## config.mk

```make
export PLATFORM = sky130hd
export DESIGN_NAME = maskedSboxTop
export DESIGN_NICKNAME = d
export VERILOG_FILES = /design/src/hdl/sboxPkg.sv /design/src/hdl/maskRandIf.sv /design/src/hdl/maskedSboxTop.sv /design/src/hdl/maskPrng.sv /design/src/hdl/maskedSbox.sv /design/src/hdl/domInvGf4.sv /design/src/hdl/domSqScMulGf4.sv /design/src/hdl/domMulGf4.sv /design/src/hdl/linMap.sv
export SDC_FILE = /design/constraint.sdc
export NUM_CORES = 1
export LEC_CHECK = 0
export BUFFER_PORTS_ARGS = -buffer_cell sky130_fd_sc_hd__clkbuf_2
export CORE_MARGIN = 8
export CORE_UTILIZATION = 45
export CTS_BUF_LIST = sky130_fd_sc_hd__clkbuf_16
export CTS_CLUSTER_SIZE = 30
export DETAILED_ROUTE_END_ITERATION = 10
export SLEW_MARGIN = 0
export SYNTH_ARGS = -nofsm -noshare
export SYNTH_HDL_FRONTEND = slang
export SYNTH_SLANG_ARGS = --single-unit
```

## constraint.sdc

```tcl
create_clock -name ClkxCI -period 3.29 [get_ports ClkxCI]
set_input_delay 0.1645 -clock ClkxCI [delete_from_list [all_inputs] [get_ports ClkxCI]]
set_output_delay 0.1645 -clock ClkxCI [all_outputs]
set_load 0.01 [all_outputs]
```

## src/hdl/sboxPkg.sv

```systemverilog
`default_nettype none

package sboxPkg;

    // Two shares gives first-order protection
    parameter int defaultShares = 2;

    // Input map, square-scale, inverter, multipliers
    parameter int sboxLatency = 4;

    // Four fresh bits per unordered pair of shares
    function automatic int zBitsGf4(input int shares);
        return 2 * shares * (shares - 1);
    endfunction

    // Four GF(2^4) units per S-box
    function automatic int zBitsTotal(input int shares);
        return 4 * zBitsGf4(shares);
    endfunction

    // Index of the unordered pair (i, j), i != j
    function automatic int pairIdx(input int shares, input int i, input int j);
        int lo;
        int hi;
        lo = (i < j) ? i : j;
        hi = (i < j) ? j : i;
        return lo * shares - (lo * (lo + 1)) / 2 + (hi - lo - 1);
    endfunction

    // Polynomial basis, field poly x^4 + x + 1
    function automatic logic [3:0] gf4Mul(input logic [3:0] a, input logic [3:0] b);
        logic [3:0] p;
        logic [3:0] t;
        p = '0;
        t = a;
        for (int i = 0; i < 4; i++) begin
            if (b[i]) begin
                p = p ^ t;
            end
            t = {t[2:0], 1'b0} ^ (t[3] ? 4'h3 : 4'h0);
        end
        return p;
    endfunction

    // Square, then scale by lambda = x^3 (trace 1, so y^2+y+lambda is irreducible)
    function automatic logic [3:0] gf4SqSc(input logic [3:0] a);
        return gf4Mul(4'h8, gf4Mul(a, a));
    endfunction

    // Zero maps to zero
    function automatic logic [3:0] gf4Inv(input logic [3:0] a);
        logic [3:0] r;
        r = '0;
        for (int c = 1; c < 16; c++) begin
            if (gf4Mul(a, c[3:0]) == 4'h1) begin
                r = c[3:0];
            end
        end
        return r;
    endfunction

endpackage

`default_nettype wire
```

## src/hdl/maskRandIf.sv

```systemverilog
`timescale 1ns/1ps
`default_nettype none

interface maskRandIf #(
    parameter int SHARES = sboxPkg::defaultShares
);
    import sboxPkg::*;

    localparam int ZW = zBitsGf4(SHARES);

    // Masks for the norm stage
    logic [ZW-1:0] zSqSc;
    // Masks for the nibble inverter
    logic [ZW-1:0] zInv;
    // Masks for the two output multipliers
    logic [ZW-1:0] zMulHi;
    logic [ZW-1:0] zMulLo;

    // Generator side
    modport source (
        output zSqSc,
        output zInv,
        output zMulHi,
        output zMulLo
    );

    // S-box side
    modport sink (
        input zSqSc,
        input zInv,
        input zMulHi,
        input zMulLo
    );

endinterface

`default_nettype wire

```

## src/hdl/maskedSboxTop.sv

```systemverilog
`timescale 1ns/1ps
`default_nettype none

module maskedSboxTop #(
    parameter int SHARES = sboxPkg::defaultShares,
    parameter logic [sboxPkg::zBitsTotal(SHARES)-1:0] PRNG_SEED = 'hACE1
) (
    input  logic                 ClkxCI,
    input  logic                 reset,
    input  logic                 inValid,
    input  logic [8*SHARES-1:0]  xShares,
    output logic                 outValid,
    output logic [8*SHARES-1:0]  qShares
);
    // Fresh masks, new value every cycle
    maskRandIf #(.SHARES(SHARES)) rndBus ();

    maskPrng #(.SHARES(SHARES), .SEED(PRNG_SEED)) prng (
        .ClkxCI(ClkxCI),
        .reset(reset),
        .rnd(rndBus.source)
    );

    // Four-stage shared S-box
    maskedSbox #(.SHARES(SHARES)) sbox (
        .ClkxCI(ClkxCI),
        .reset(reset),
        .inValid(inValid),
        .xShares(xShares),
        .rnd(rndBus.sink),
        .outValid(outValid),
        .qShares(qShares)
    );

endmodule

`default_nettype wire

```

## src/hdl/maskPrng.sv

```systemverilog
`timescale 1ns/1ps
`default_nettype none

module maskPrng #(
    parameter int SHARES = sboxPkg::defaultShares,
    parameter logic [sboxPkg::zBitsTotal(SHARES)-1:0] SEED = '1
) (
    input  logic      ClkxCI,
    input  logic      reset,
    maskRandIf.source rnd
);
    import sboxPkg::*;

    localparam int W = zBitsTotal(SHARES);
    localparam int ZW = zBitsGf4(SHARES);
    // Top tap keeps the step invertible, 0xB400 at 16 bits
    localparam logic [W-1:0] TAPS = (W'(1) << (W - 1)) | (W'(1) << (W - 3))
                                  | (W'(1) << (W - 4)) | (W'(1) << (W - 6));

    logic [W-1:0] lfsrState;

    // Galois form, shift right
    always_ff @(posedge ClkxCI) begin
        if (reset) begin
            lfsrState <= SEED;
        end else begin
            lfsrState <= (lfsrState >> 1) ^ (lfsrState[0] ? TAPS : '0);
        end
    end

    // One slice per DOM unit
    assign rnd.zSqSc  = lfsrState[0*ZW +: ZW];
    assign rnd.zInv   = lfsrState[1*ZW +: ZW];
    assign rnd.zMulHi = lfsrState[2*ZW +: ZW];
    assign rnd.zMulLo = lfsrState[3*ZW +: ZW];

    // Stuck at zero would leave the S-box unmasked
    assert property (@(posedge ClkxCI) disable iff (reset) lfsrState != '0);

endmodule

`default_nettype wire

```

## src/hdl/maskedSbox.sv

```systemverilog
`timescale 1ns/1ps
`default_nettype none

module maskedSbox #(
    parameter int SHARES = sboxPkg::defaultShares
) (
    input  logic                  ClkxCI,
    input  logic                  reset,
    input  logic                  inValid,
    input  logic [8*SHARES-1:0]   xShares,
    maskRandIf.sink               rnd,
    output logic                  outValid,
    output logic [8*SHARES-1:0]   qShares
);
    import sboxPkg::*;

    logic [7:0] mapped [SHARES];
    logic [7:0] mappedQ [SHARES];
    logic [7:0] invByte [SHARES];
    logic [7:0] outByte [SHARES];

    // Nibble vectors, share i at [4i+:4]
    logic [4*SHARES-1:0] y1;
    logic [4*SHARES-1:0] y0;
    logic [4*SHARES-1:0] y1D1;
    logic [4*SHARES-1:0] y0D1;
    logic [4*SHARES-1:0] y1D2;
    logic [4*SHARES-1:0] y0D2;
    logic [4*SHARES-1:0] delta;
    logic [4*SHARES-1:0] deltaInv;
    logic [4*SHARES-1:0] invHi;
    logic [4*SHARES-1:0] invLo;

    logic [sboxLatency-1:0] validSr;

    for (genvar i = 0; i < SHARES; i++) begin : gShare
        // Into the tower field
        linMap #(.MATRIX_SEL(1)) inMap (
            .dataIn(xShares[8*i +: 8]),
            .dataOut(mapped[i])
        );

        assign y1[4*i +: 4] = mappedQ[i][7:4];
        assign y0[4*i +: 4] = mappedQ[i][3:0];

        // Inverse is (Y1/D) y + (Y0+Y1)/D
        assign invByte[i] = {invHi[4*i +: 4], invLo[4*i +: 4]};

        // Back to AES basis with the affine matrix
        linMap #(.MATRIX_SEL(0)) outMap (
            .dataIn(invByte[i]),
            .dataOut(outByte[i])
        );

        // Constant only once
        if (i == 0) begin : gConst
            assign qShares[7:0] = outByte[0] ^ 8'h63;
        end else begin : gPlain
            assign qShares[8*i +: 8] = outByte[i];
        end
    end

    // Stage 1, input register
    always_ff @(posedge ClkxCI) begin
        mappedQ <= mapped;
    end

    // Halves wait two stages for the inverse
    always_ff @(posedge ClkxCI) begin
        y1D1 <= y1;
        y0D1 <= y0;
        y1D2 <= y1D1;
        y0D2 <= y0D1;
    end

    // Stage 2, norm
    domSqScMulGf4 #(.SHARES(SHARES)) sqScMul (
        .ClkxCI(ClkxCI),
        .aShares(y1),
        .bShares(y0),
        .z(rnd.zSqSc),
        .qShares(delta)
    );

    // Stage 3, nibble inverse
    domInvGf4 #(.SHARES(SHARES)) inv (
        .ClkxCI(ClkxCI),
        .aShares(delta),
        .z(rnd.zInv),
        .qShares(deltaInv)
    );

    // Stage 4, both halves of the result
    domMulGf4 #(.SHARES(SHARES)) mulHi (
        .ClkxCI(ClkxCI),
        .aShares(deltaInv),
        .bShares(y1D2),
        .z(rnd.zMulHi),
        .qShares(invHi)
    );

    domMulGf4 #(.SHARES(SHARES)) mulLo (
        .ClkxCI(ClkxCI),
        .aShares(deltaInv),
        .bShares(y0D2 ^ y1D2),
        .z(rnd.zMulLo),
        .qShares(invLo)
    );

    // Valid strobe follows the data
    always_ff @(posedge ClkxCI) begin
        if (reset) begin
            validSr <= '0;
        end else begin
            validSr <= {validSr[sboxLatency-2:0], inValid};
        end
    end

    assign outValid = validSr[sboxLatency-1];

    // Strobe stays defined, needs inValid driven cleanly from outside
    assert property (@(posedge ClkxCI) disable iff (reset) !$isunknown(outValid));

endmodule

`default_nettype wire

```

## src/hdl/domInvGf4.sv

```systemverilog
`timescale 1ns/1ps
`default_nettype none

module domInvGf4 #(
    parameter int SHARES = sboxPkg::defaultShares
) (
    input  logic                                  ClkxCI,
    input  logic [4*SHARES-1:0]                   aShares,
    input  logic [sboxPkg::zBitsGf4(SHARES)-1:0]  z,
    output logic [4*SHARES-1:0]                   qShares
);
    import sboxPkg::*;

    logic [3:0] innerD [SHARES];
    logic [3:0] innerQ [SHARES];
    // Entry j-1 belongs to share j
    logic [3:0] crossD [SHARES-1];
    logic [3:0] crossQ [SHARES-1];
    logic [3:0] maskQ [SHARES-1];

    // Share j joins the running sum of shares below it
    always_comb begin
        logic [3:0] prefix;
        logic [3:0] nextPrefix;
        prefix = aShares[3:0];
        for (int i = 0; i < SHARES; i++) begin
            innerD[i] = gf4Inv(aShares[4*i +: 4]);
        end
        for (int j = 1; j < SHARES; j++) begin
            nextPrefix = prefix ^ aShares[4*j +: 4];
            // Correction term, masked before the register
            crossD[j-1] = gf4Inv(nextPrefix) ^ gf4Inv(prefix) ^ innerD[j]
                          ^ z[4*(j-1) +: 4];
            prefix = nextPrefix;
        end
    end

    always_ff @(posedge ClkxCI) begin
        innerQ <= innerD;
        crossQ <= crossD;
        for (int j = 0; j < SHARES - 1; j++) begin
            maskQ[j] <= z[4*j +: 4];
        end
    end

    always_comb begin
        for (int i = 0; i < SHARES; i++) begin
            qShares[4*i +: 4] = innerQ[i];
        end
        // Mask j lands in domains j and j-1, so it cancels in the sum
        for (int j = 1; j < SHARES; j++) begin
            qShares[4*j +: 4] = qShares[4*j +: 4] ^ crossQ[j-1];
            qShares[4*(j-1) +: 4] = qShares[4*(j-1) +: 4] ^ maskQ[j-1];
        end
    end

endmodule

`default_nettype wire

```

## src/hdl/domSqScMulGf4.sv

```systemverilog
`timescale 1ns/1ps
`default_nettype none

module domSqScMulGf4 #(
    parameter int SHARES = sboxPkg::defaultShares
) (
    input  logic                                  ClkxCI,
    input  logic [4*SHARES-1:0]                   aShares,
    input  logic [4*SHARES-1:0]                   bShares,
    input  logic [sboxPkg::zBitsGf4(SHARES)-1:0]  z,
    output logic [4*SHARES-1:0]                   qShares
);
    import sboxPkg::*;

    // Norm = lambda*a^2 + a*b + b^2, a = Y1, b = Y0
    logic [3:0] termD [SHARES][SHARES];
    logic [3:0] termQ [SHARES][SHARES];

    always_comb begin
        for (int i = 0; i < SHARES; i++) begin
            for (int j = 0; j < SHARES; j++) begin
                if (i == j) begin
                    // Squares are linear, stay inside the domain
                    termD[i][j] = gf4SqSc(aShares[4*i +: 4])
                                  ^ gf4Mul(aShares[4*i +: 4], bShares[4*i +: 4])
                                  ^ gf4Mul(bShares[4*i +: 4], bShares[4*i +: 4]);
                end else begin
                    termD[i][j] = gf4Mul(aShares[4*i +: 4], bShares[4*j +: 4])
                                  ^ z[4*pairIdx(SHARES, i, j) +: 4];
                end
            end
        end
    end

    always_ff @(posedge ClkxCI) begin
        termQ <= termD;
    end

    always_comb begin
        for (int i = 0; i < SHARES; i++) begin
            qShares[4*i +: 4] = '0;
            for (int j = 0; j < SHARES; j++) begin
                qShares[4*i +: 4] = qShares[4*i +: 4] ^ termQ[i][j];
            end
        end
    end

endmodule

`default_nettype wire

```

## src/hdl/domMulGf4.sv

```systemverilog
`timescale 1ns/1ps
`default_nettype none

module domMulGf4 #(
    parameter int SHARES = sboxPkg::defaultShares
) (
    input  logic                                  ClkxCI,
    input  logic [4*SHARES-1:0]                   aShares,
    input  logic [4*SHARES-1:0]                   bShares,
    input  logic [sboxPkg::zBitsGf4(SHARES)-1:0]  z,
    output logic [4*SHARES-1:0]                   qShares
);
    import sboxPkg::*;

    logic [3:0] termD [SHARES][SHARES];
    logic [3:0] termQ [SHARES][SHARES];

    always_comb begin
        for (int i = 0; i < SHARES; i++) begin
            for (int j = 0; j < SHARES; j++) begin
                if (i == j) begin
                    // Inner domain
                    termD[i][j] = gf4Mul(aShares[4*i +: 4], bShares[4*j +: 4]);
                end else begin
                    // Cross domain, same mask on both sides of a pair
                    termD[i][j] = gf4Mul(aShares[4*i +: 4], bShares[4*j +: 4])
                                  ^ z[4*pairIdx(SHARES, i, j) +: 4];
                end
            end
        end
    end

    // Register before compression
    always_ff @(posedge ClkxCI) begin
        termQ <= termD;
    end

    // Compress per domain
    always_comb begin
        for (int i = 0; i < SHARES; i++) begin
            qShares[4*i +: 4] = '0;
            for (int j = 0; j < SHARES; j++) begin
                qShares[4*i +: 4] = qShares[4*i +: 4] ^ termQ[i][j];
            end
        end
    end

endmodule

`default_nettype wire

```

## src/hdl/linMap.sv

```systemverilog
`timescale 1ns/1ps
`default_nettype none

module linMap #(
    parameter int MATRIX_SEL = 1
) (
    input  logic [7:0] dataIn,
    output logic [7:0] dataOut
);
    // AES field multiply, poly 0x11B
    function automatic logic [7:0] gf8Mul(input logic [7:0] a, input logic [7:0] b);
        logic [7:0] p;
        logic [7:0] t;
        p = '0;
        t = a;
        for (int i = 0; i < 8; i++) begin
            if (b[i]) begin
                p = p ^ t;
            end
            t = {t[6:0], 1'b0} ^ (t[7] ? 8'h1B : 8'h00);
        end
        return p;
    endfunction

    // Matrix as eight columns, column j at bits [8j+:8]
    function automatic logic [7:0] applyCols(input logic [63:0] m, input logic [7:0] v);
        logic [7:0] r;
        r = '0;
        for (int j = 0; j < 8; j++) begin
            if (v[j]) begin
                r = r ^ m[8*j +: 8];
            end
        end
        return r;
    endfunction

    // Tower basis images: x^k and y*x^k
    function automatic logic [63:0] towerCols();
        logic [7:0] beta;
        logic [7:0] gamma;
        logic [7:0] pw;
        logic [63:0] m;
        beta = '0;
        gamma = '0;
        // Root of x^4 + x + 1 inside the AES field
        for (int c = 2; c < 256; c++) begin
            pw = gf8Mul(c[7:0], c[7:0]);
            pw = gf8Mul(pw, pw);
            if (beta == '0 && (pw ^ c[7:0]) == 8'h01) begin
                beta = c[7:0];
            end
        end
        // Powers of beta
        m[7:0] = 8'h01;
        for (int k = 1; k < 4; k++) begin
            m[8*k +: 8] = gf8Mul(m[8*(k-1) +: 8], beta);
        end
        // Root of y^2 + y + lambda, lambda image is beta^3
        for (int c = 2; c < 256; c++) begin
            pw = gf8Mul(c[7:0], c[7:0]) ^ c[7:0] ^ m[31:24];
            if (gamma == '0 && pw == '0) begin
                gamma = c[7:0];
            end
        end
        for (int k = 0; k < 4; k++) begin
            m[8*(k+4) +: 8] = gf8Mul(gamma, m[8*k +: 8]);
        end
        return m;
    endfunction

    function automatic logic [63:0] mapCols();
        logic [63:0] t;
        logic [63:0] m;
        logic [7:0] a;
        t = towerCols();
        m = '0;
        for (int j = 0; j < 8; j++) begin
            if (MATRIX_SEL == 1) begin
                // Invert by search over the basis images
                for (int v = 0; v < 256; v++) begin
                    if (applyCols(t, v[7:0]) == (8'h01 << j)) begin
                        m[8*j +: 8] = v[7:0];
                    end
                end
            end else begin
                // AES affine matrix on top, constant added outside
                a = t[8*j +: 8];
                for (int i = 0; i < 8; i++) begin
                    m[8*j + i] = a[i] ^ a[(i+4)%8] ^ a[(i+5)%8] ^ a[(i+6)%8] ^ a[(i+7)%8];
                end
            end
        end
        return m;
    endfunction

    localparam logic [63:0] COLS = mapCols();

    // Constant matrix, reduces to XOR trees
    assign dataOut = applyCols(COLS, dataIn);

endmodule

`default_nettype wire

```

==> impl_metrics.yaml <==
outcome:
  status: "finished, final reports clean"
synthesis:
  yosys.cell_types.count: 71
  async_reset_ff_share_pct: 0
  synth_edf_count: 0
  synth_seq_cells: 132
  synth_ff_type: "dfxtp_1"
  yosysTopAreaCell: "dfxtp_1"
  avgSynthCellArea_um2: 8.20
  syn_nets: 1115
  yosysWarnings: 0
  synth_top_cell_area_share_pct: 30.0
  synth_area_leaders: "dfxtp_1, xnor2_1, xor2_1"
  syn-cell-area_um2: 8800
  yosysSeqAreaShare_pct: 30.0
  syn_inst: 1073
global_routing:
  grt_pass1_wl_um: 33700
  grt_max_degree: 24
  overflow: 0
  antenna_found_initial: 0
  grt_pass1_vias: 6680
  grt_usage_pct: 17.0
clock_network:
  clock_path_buffers: 2
  cts_root_buf: "clkbuf_16"
  clkSinkCount: 132
  cts_tree: "yes"
  clock_latency_ps: 420
  numCtsBuffers: 17
  htreeDepth: 4
  clk_pin_slew_ps: 60
sta:
  rsz0062_at_grt: "true"
  relSlewSlack_pct: 34.5
  hold_viol: 0
  timing.final.crit_period_ps: 3070
  fin_skew_ps: 11.4
  timing.fmax_mhz: 326
  min_period_over_period_pct: 93.2
  postLayoutSetupSlackWorst_ps: 222
  whs_ps: 35.2
  final-max-slew-violation-count: 0
  worst_pin_slew_ps: 975
  finalSetupViolations: 0
routing:
  viasPerCell: 5.13
  drt_iter0_drc: 428
  drtAntennaViolNets: 0
  drc: 0
  finalWirelength_um: 20300
  vias: 7201
  first_pass_iters: 5
  wl_per_cell_um: 14.5
cells_and_area:
  syn2layout_area_growth_pct: 15.9
  final_common_cell: "xnor2_1"
  antenna_cells: 0
  nets: 1168
  final_cell_mix: "xnor2_1, nand2_1, dfxtp_1"
  nFillCells: 1825
  final_cells: 1404
  drive_gt1_share_pct: 13.9
setup_path:
  arrival_ps: 3360
  critPathCaptureType: "flop"
  startpoint: "sbox.sqScMul.termQ[14]"
  path_max_fanout: 7
  critPathKind: "flop to flop"
  worstReg2RegStart: "sbox.sqScMul.termQ[14]"
  cp_data_required_time_ps: 3580
  critical_path.startpoint_type: "flop"
floorplanning:
  die_area_um2: 24300
  die_y_um: 156
  io_pins: 36
  rows: 51
  start_util_pct: 45.5
  fp.dieW_um: 156
  core_um2: 19300
worst_hold_path:
  min_from: "xShares[15]"
  hp-class: "input pin to flop"
placement:
  dp_slack_ps: 83.0
  port-buffer-count: 35
  place_congestion: 0.874
  place_inst: 1361
  dp_hpwl_um: 14700
run:
  drv_cap: 0
==> critical path, stage by stage (launching register included) <==
cell and delay, ps:
dfxtp_1 410, xor2_4 300, inv_2 70, ha_1 360, inv_1 140, ha_1 330
nor2_1 120, and3_1 190, nor3_1 50, o32a_1 180, o31ai_2 270, xnor2_1 190
xnor3_1 320
==> through the flow <==
| stage | instance area (µm²) | util [%] | TNS, ps |
|---|---|---|---|
| 6_report | 10200 | 52.7 | 0 |
| 5_1_grt | 10200 | 52.7 | -66.5 |
| 4_1_cts | 10200 | 52.6 | 0 |
| 2_1_floorplan | 8800 | - | 0 |
| 3_5_place_dp | 9460 | 48.9 | 0 |
| 3_3_place_gp | 9460 | 48.9 | 0 |
==> cell type report <==
type	instances	area, µm²	share of cell area [%]
multi-input combinational	850	5840	57.3
tap	265	332	3.25
timing repair buffer	102	706	6.92
clock inverter	15	164	1.61
clock buffer	17	425	4.17
sequential	132	2640	25.9
inverter	23	88.8	0.871
==> final timing paths <==
| kind | depth (start not counted) | slack [ps] | to |
|---|---|---|---|
| worst max-delay path | 12 | 220 | sbox.inv.crossQ[0] |
| worst min-delay path | 2 | 40 | sbox.mappedQ[7] |
| worst max register to register | 12 | 220 | sbox.inv.crossQ[0] |
| worst min register to register | 0 | 330 | sbox.y1D2[3] |
==> synthesized netlist by cell type (all sizes together), types with 4 or more instances <==
| library cell | instances |
|---|---|
| nor4 | 5 |
| o22ai | 16 |
| inv | 23 |
| nor2b | 19 |
| xor2 | 84 |
| a21oi | 49 |
| a211oi | 5 |
| o21ai | 33 |
| a22oi | 13 |
| nor2 | 57 |
| nor3 | 24 |
| dfxtp | 132 |
| nand3 | 30 |
| nand2 | 169 |
| o221ai | 10 |
| a31oi | 9 |
| a32oi | 4 |
| o31ai | 6 |
| nand2b | 10 |
| a21boi | 4 |
| or2 | 6 |
| buf | 11 |
| clkbuf | 57 |
| xnor2 | 203 |
| ha | 23 |
| nand4 | 5 |
| and2 | 6 |
| o211ai | 6 |
==> logic make-up (layout without fill, tap and decap cells) <==
group,Yosys count,count (layout),share of synthesized area (%)
AO/OA/AOI/OAI,186,186,14.0
adder cells (fa/ha/maj),23,23,3.27
AND/OR/NAND/NOR,346,346,17.7
buffers and inverters,91,157,4.04
multiplexers,5,5,0.611
XOR/XNOR,290,290,30.4
flip-flops,132,132,30.0
==> timing repair <==
action	in CTS	in global routing
endpoints found under the setup margin	0	4
gates resized for setup	0	7
hold endpoints to repair	9	0
hold buffers	11	0
setup buffers	0	0
==> per-layer routing <==
metal  GRT usage (%)  wire length (µm)  part of all wire [%]  vias to the layer above
met4            6.01               298                   1.5                        0
li1                -                 -                     -                     3719
met5               0                 0                     0                        -
met2            28.2              9830                    48                      145
met3            2.60               776                   3.8                       23
met1            22.0              9420                    46                     3314
==> state kept, by name, summed over array words and instances, names as in the netlist, 8 cells and up <==
name                cells
sbox.mappedQ           16
sbox.mulHi.termQ       16
sbox.y1D1               8
sbox.y1D2               8
sbox.y0D2               8
sbox.sqScMul.termQ     16
prng.lfsrState         16
sbox.mulLo.termQ       16
sbox.inv.innerQ         8
sbox.y0D1               8
Power is left out: the tool's default activity adds up to more than one toggle a clock period on the data nets, which glitch-free logic cannot reach.
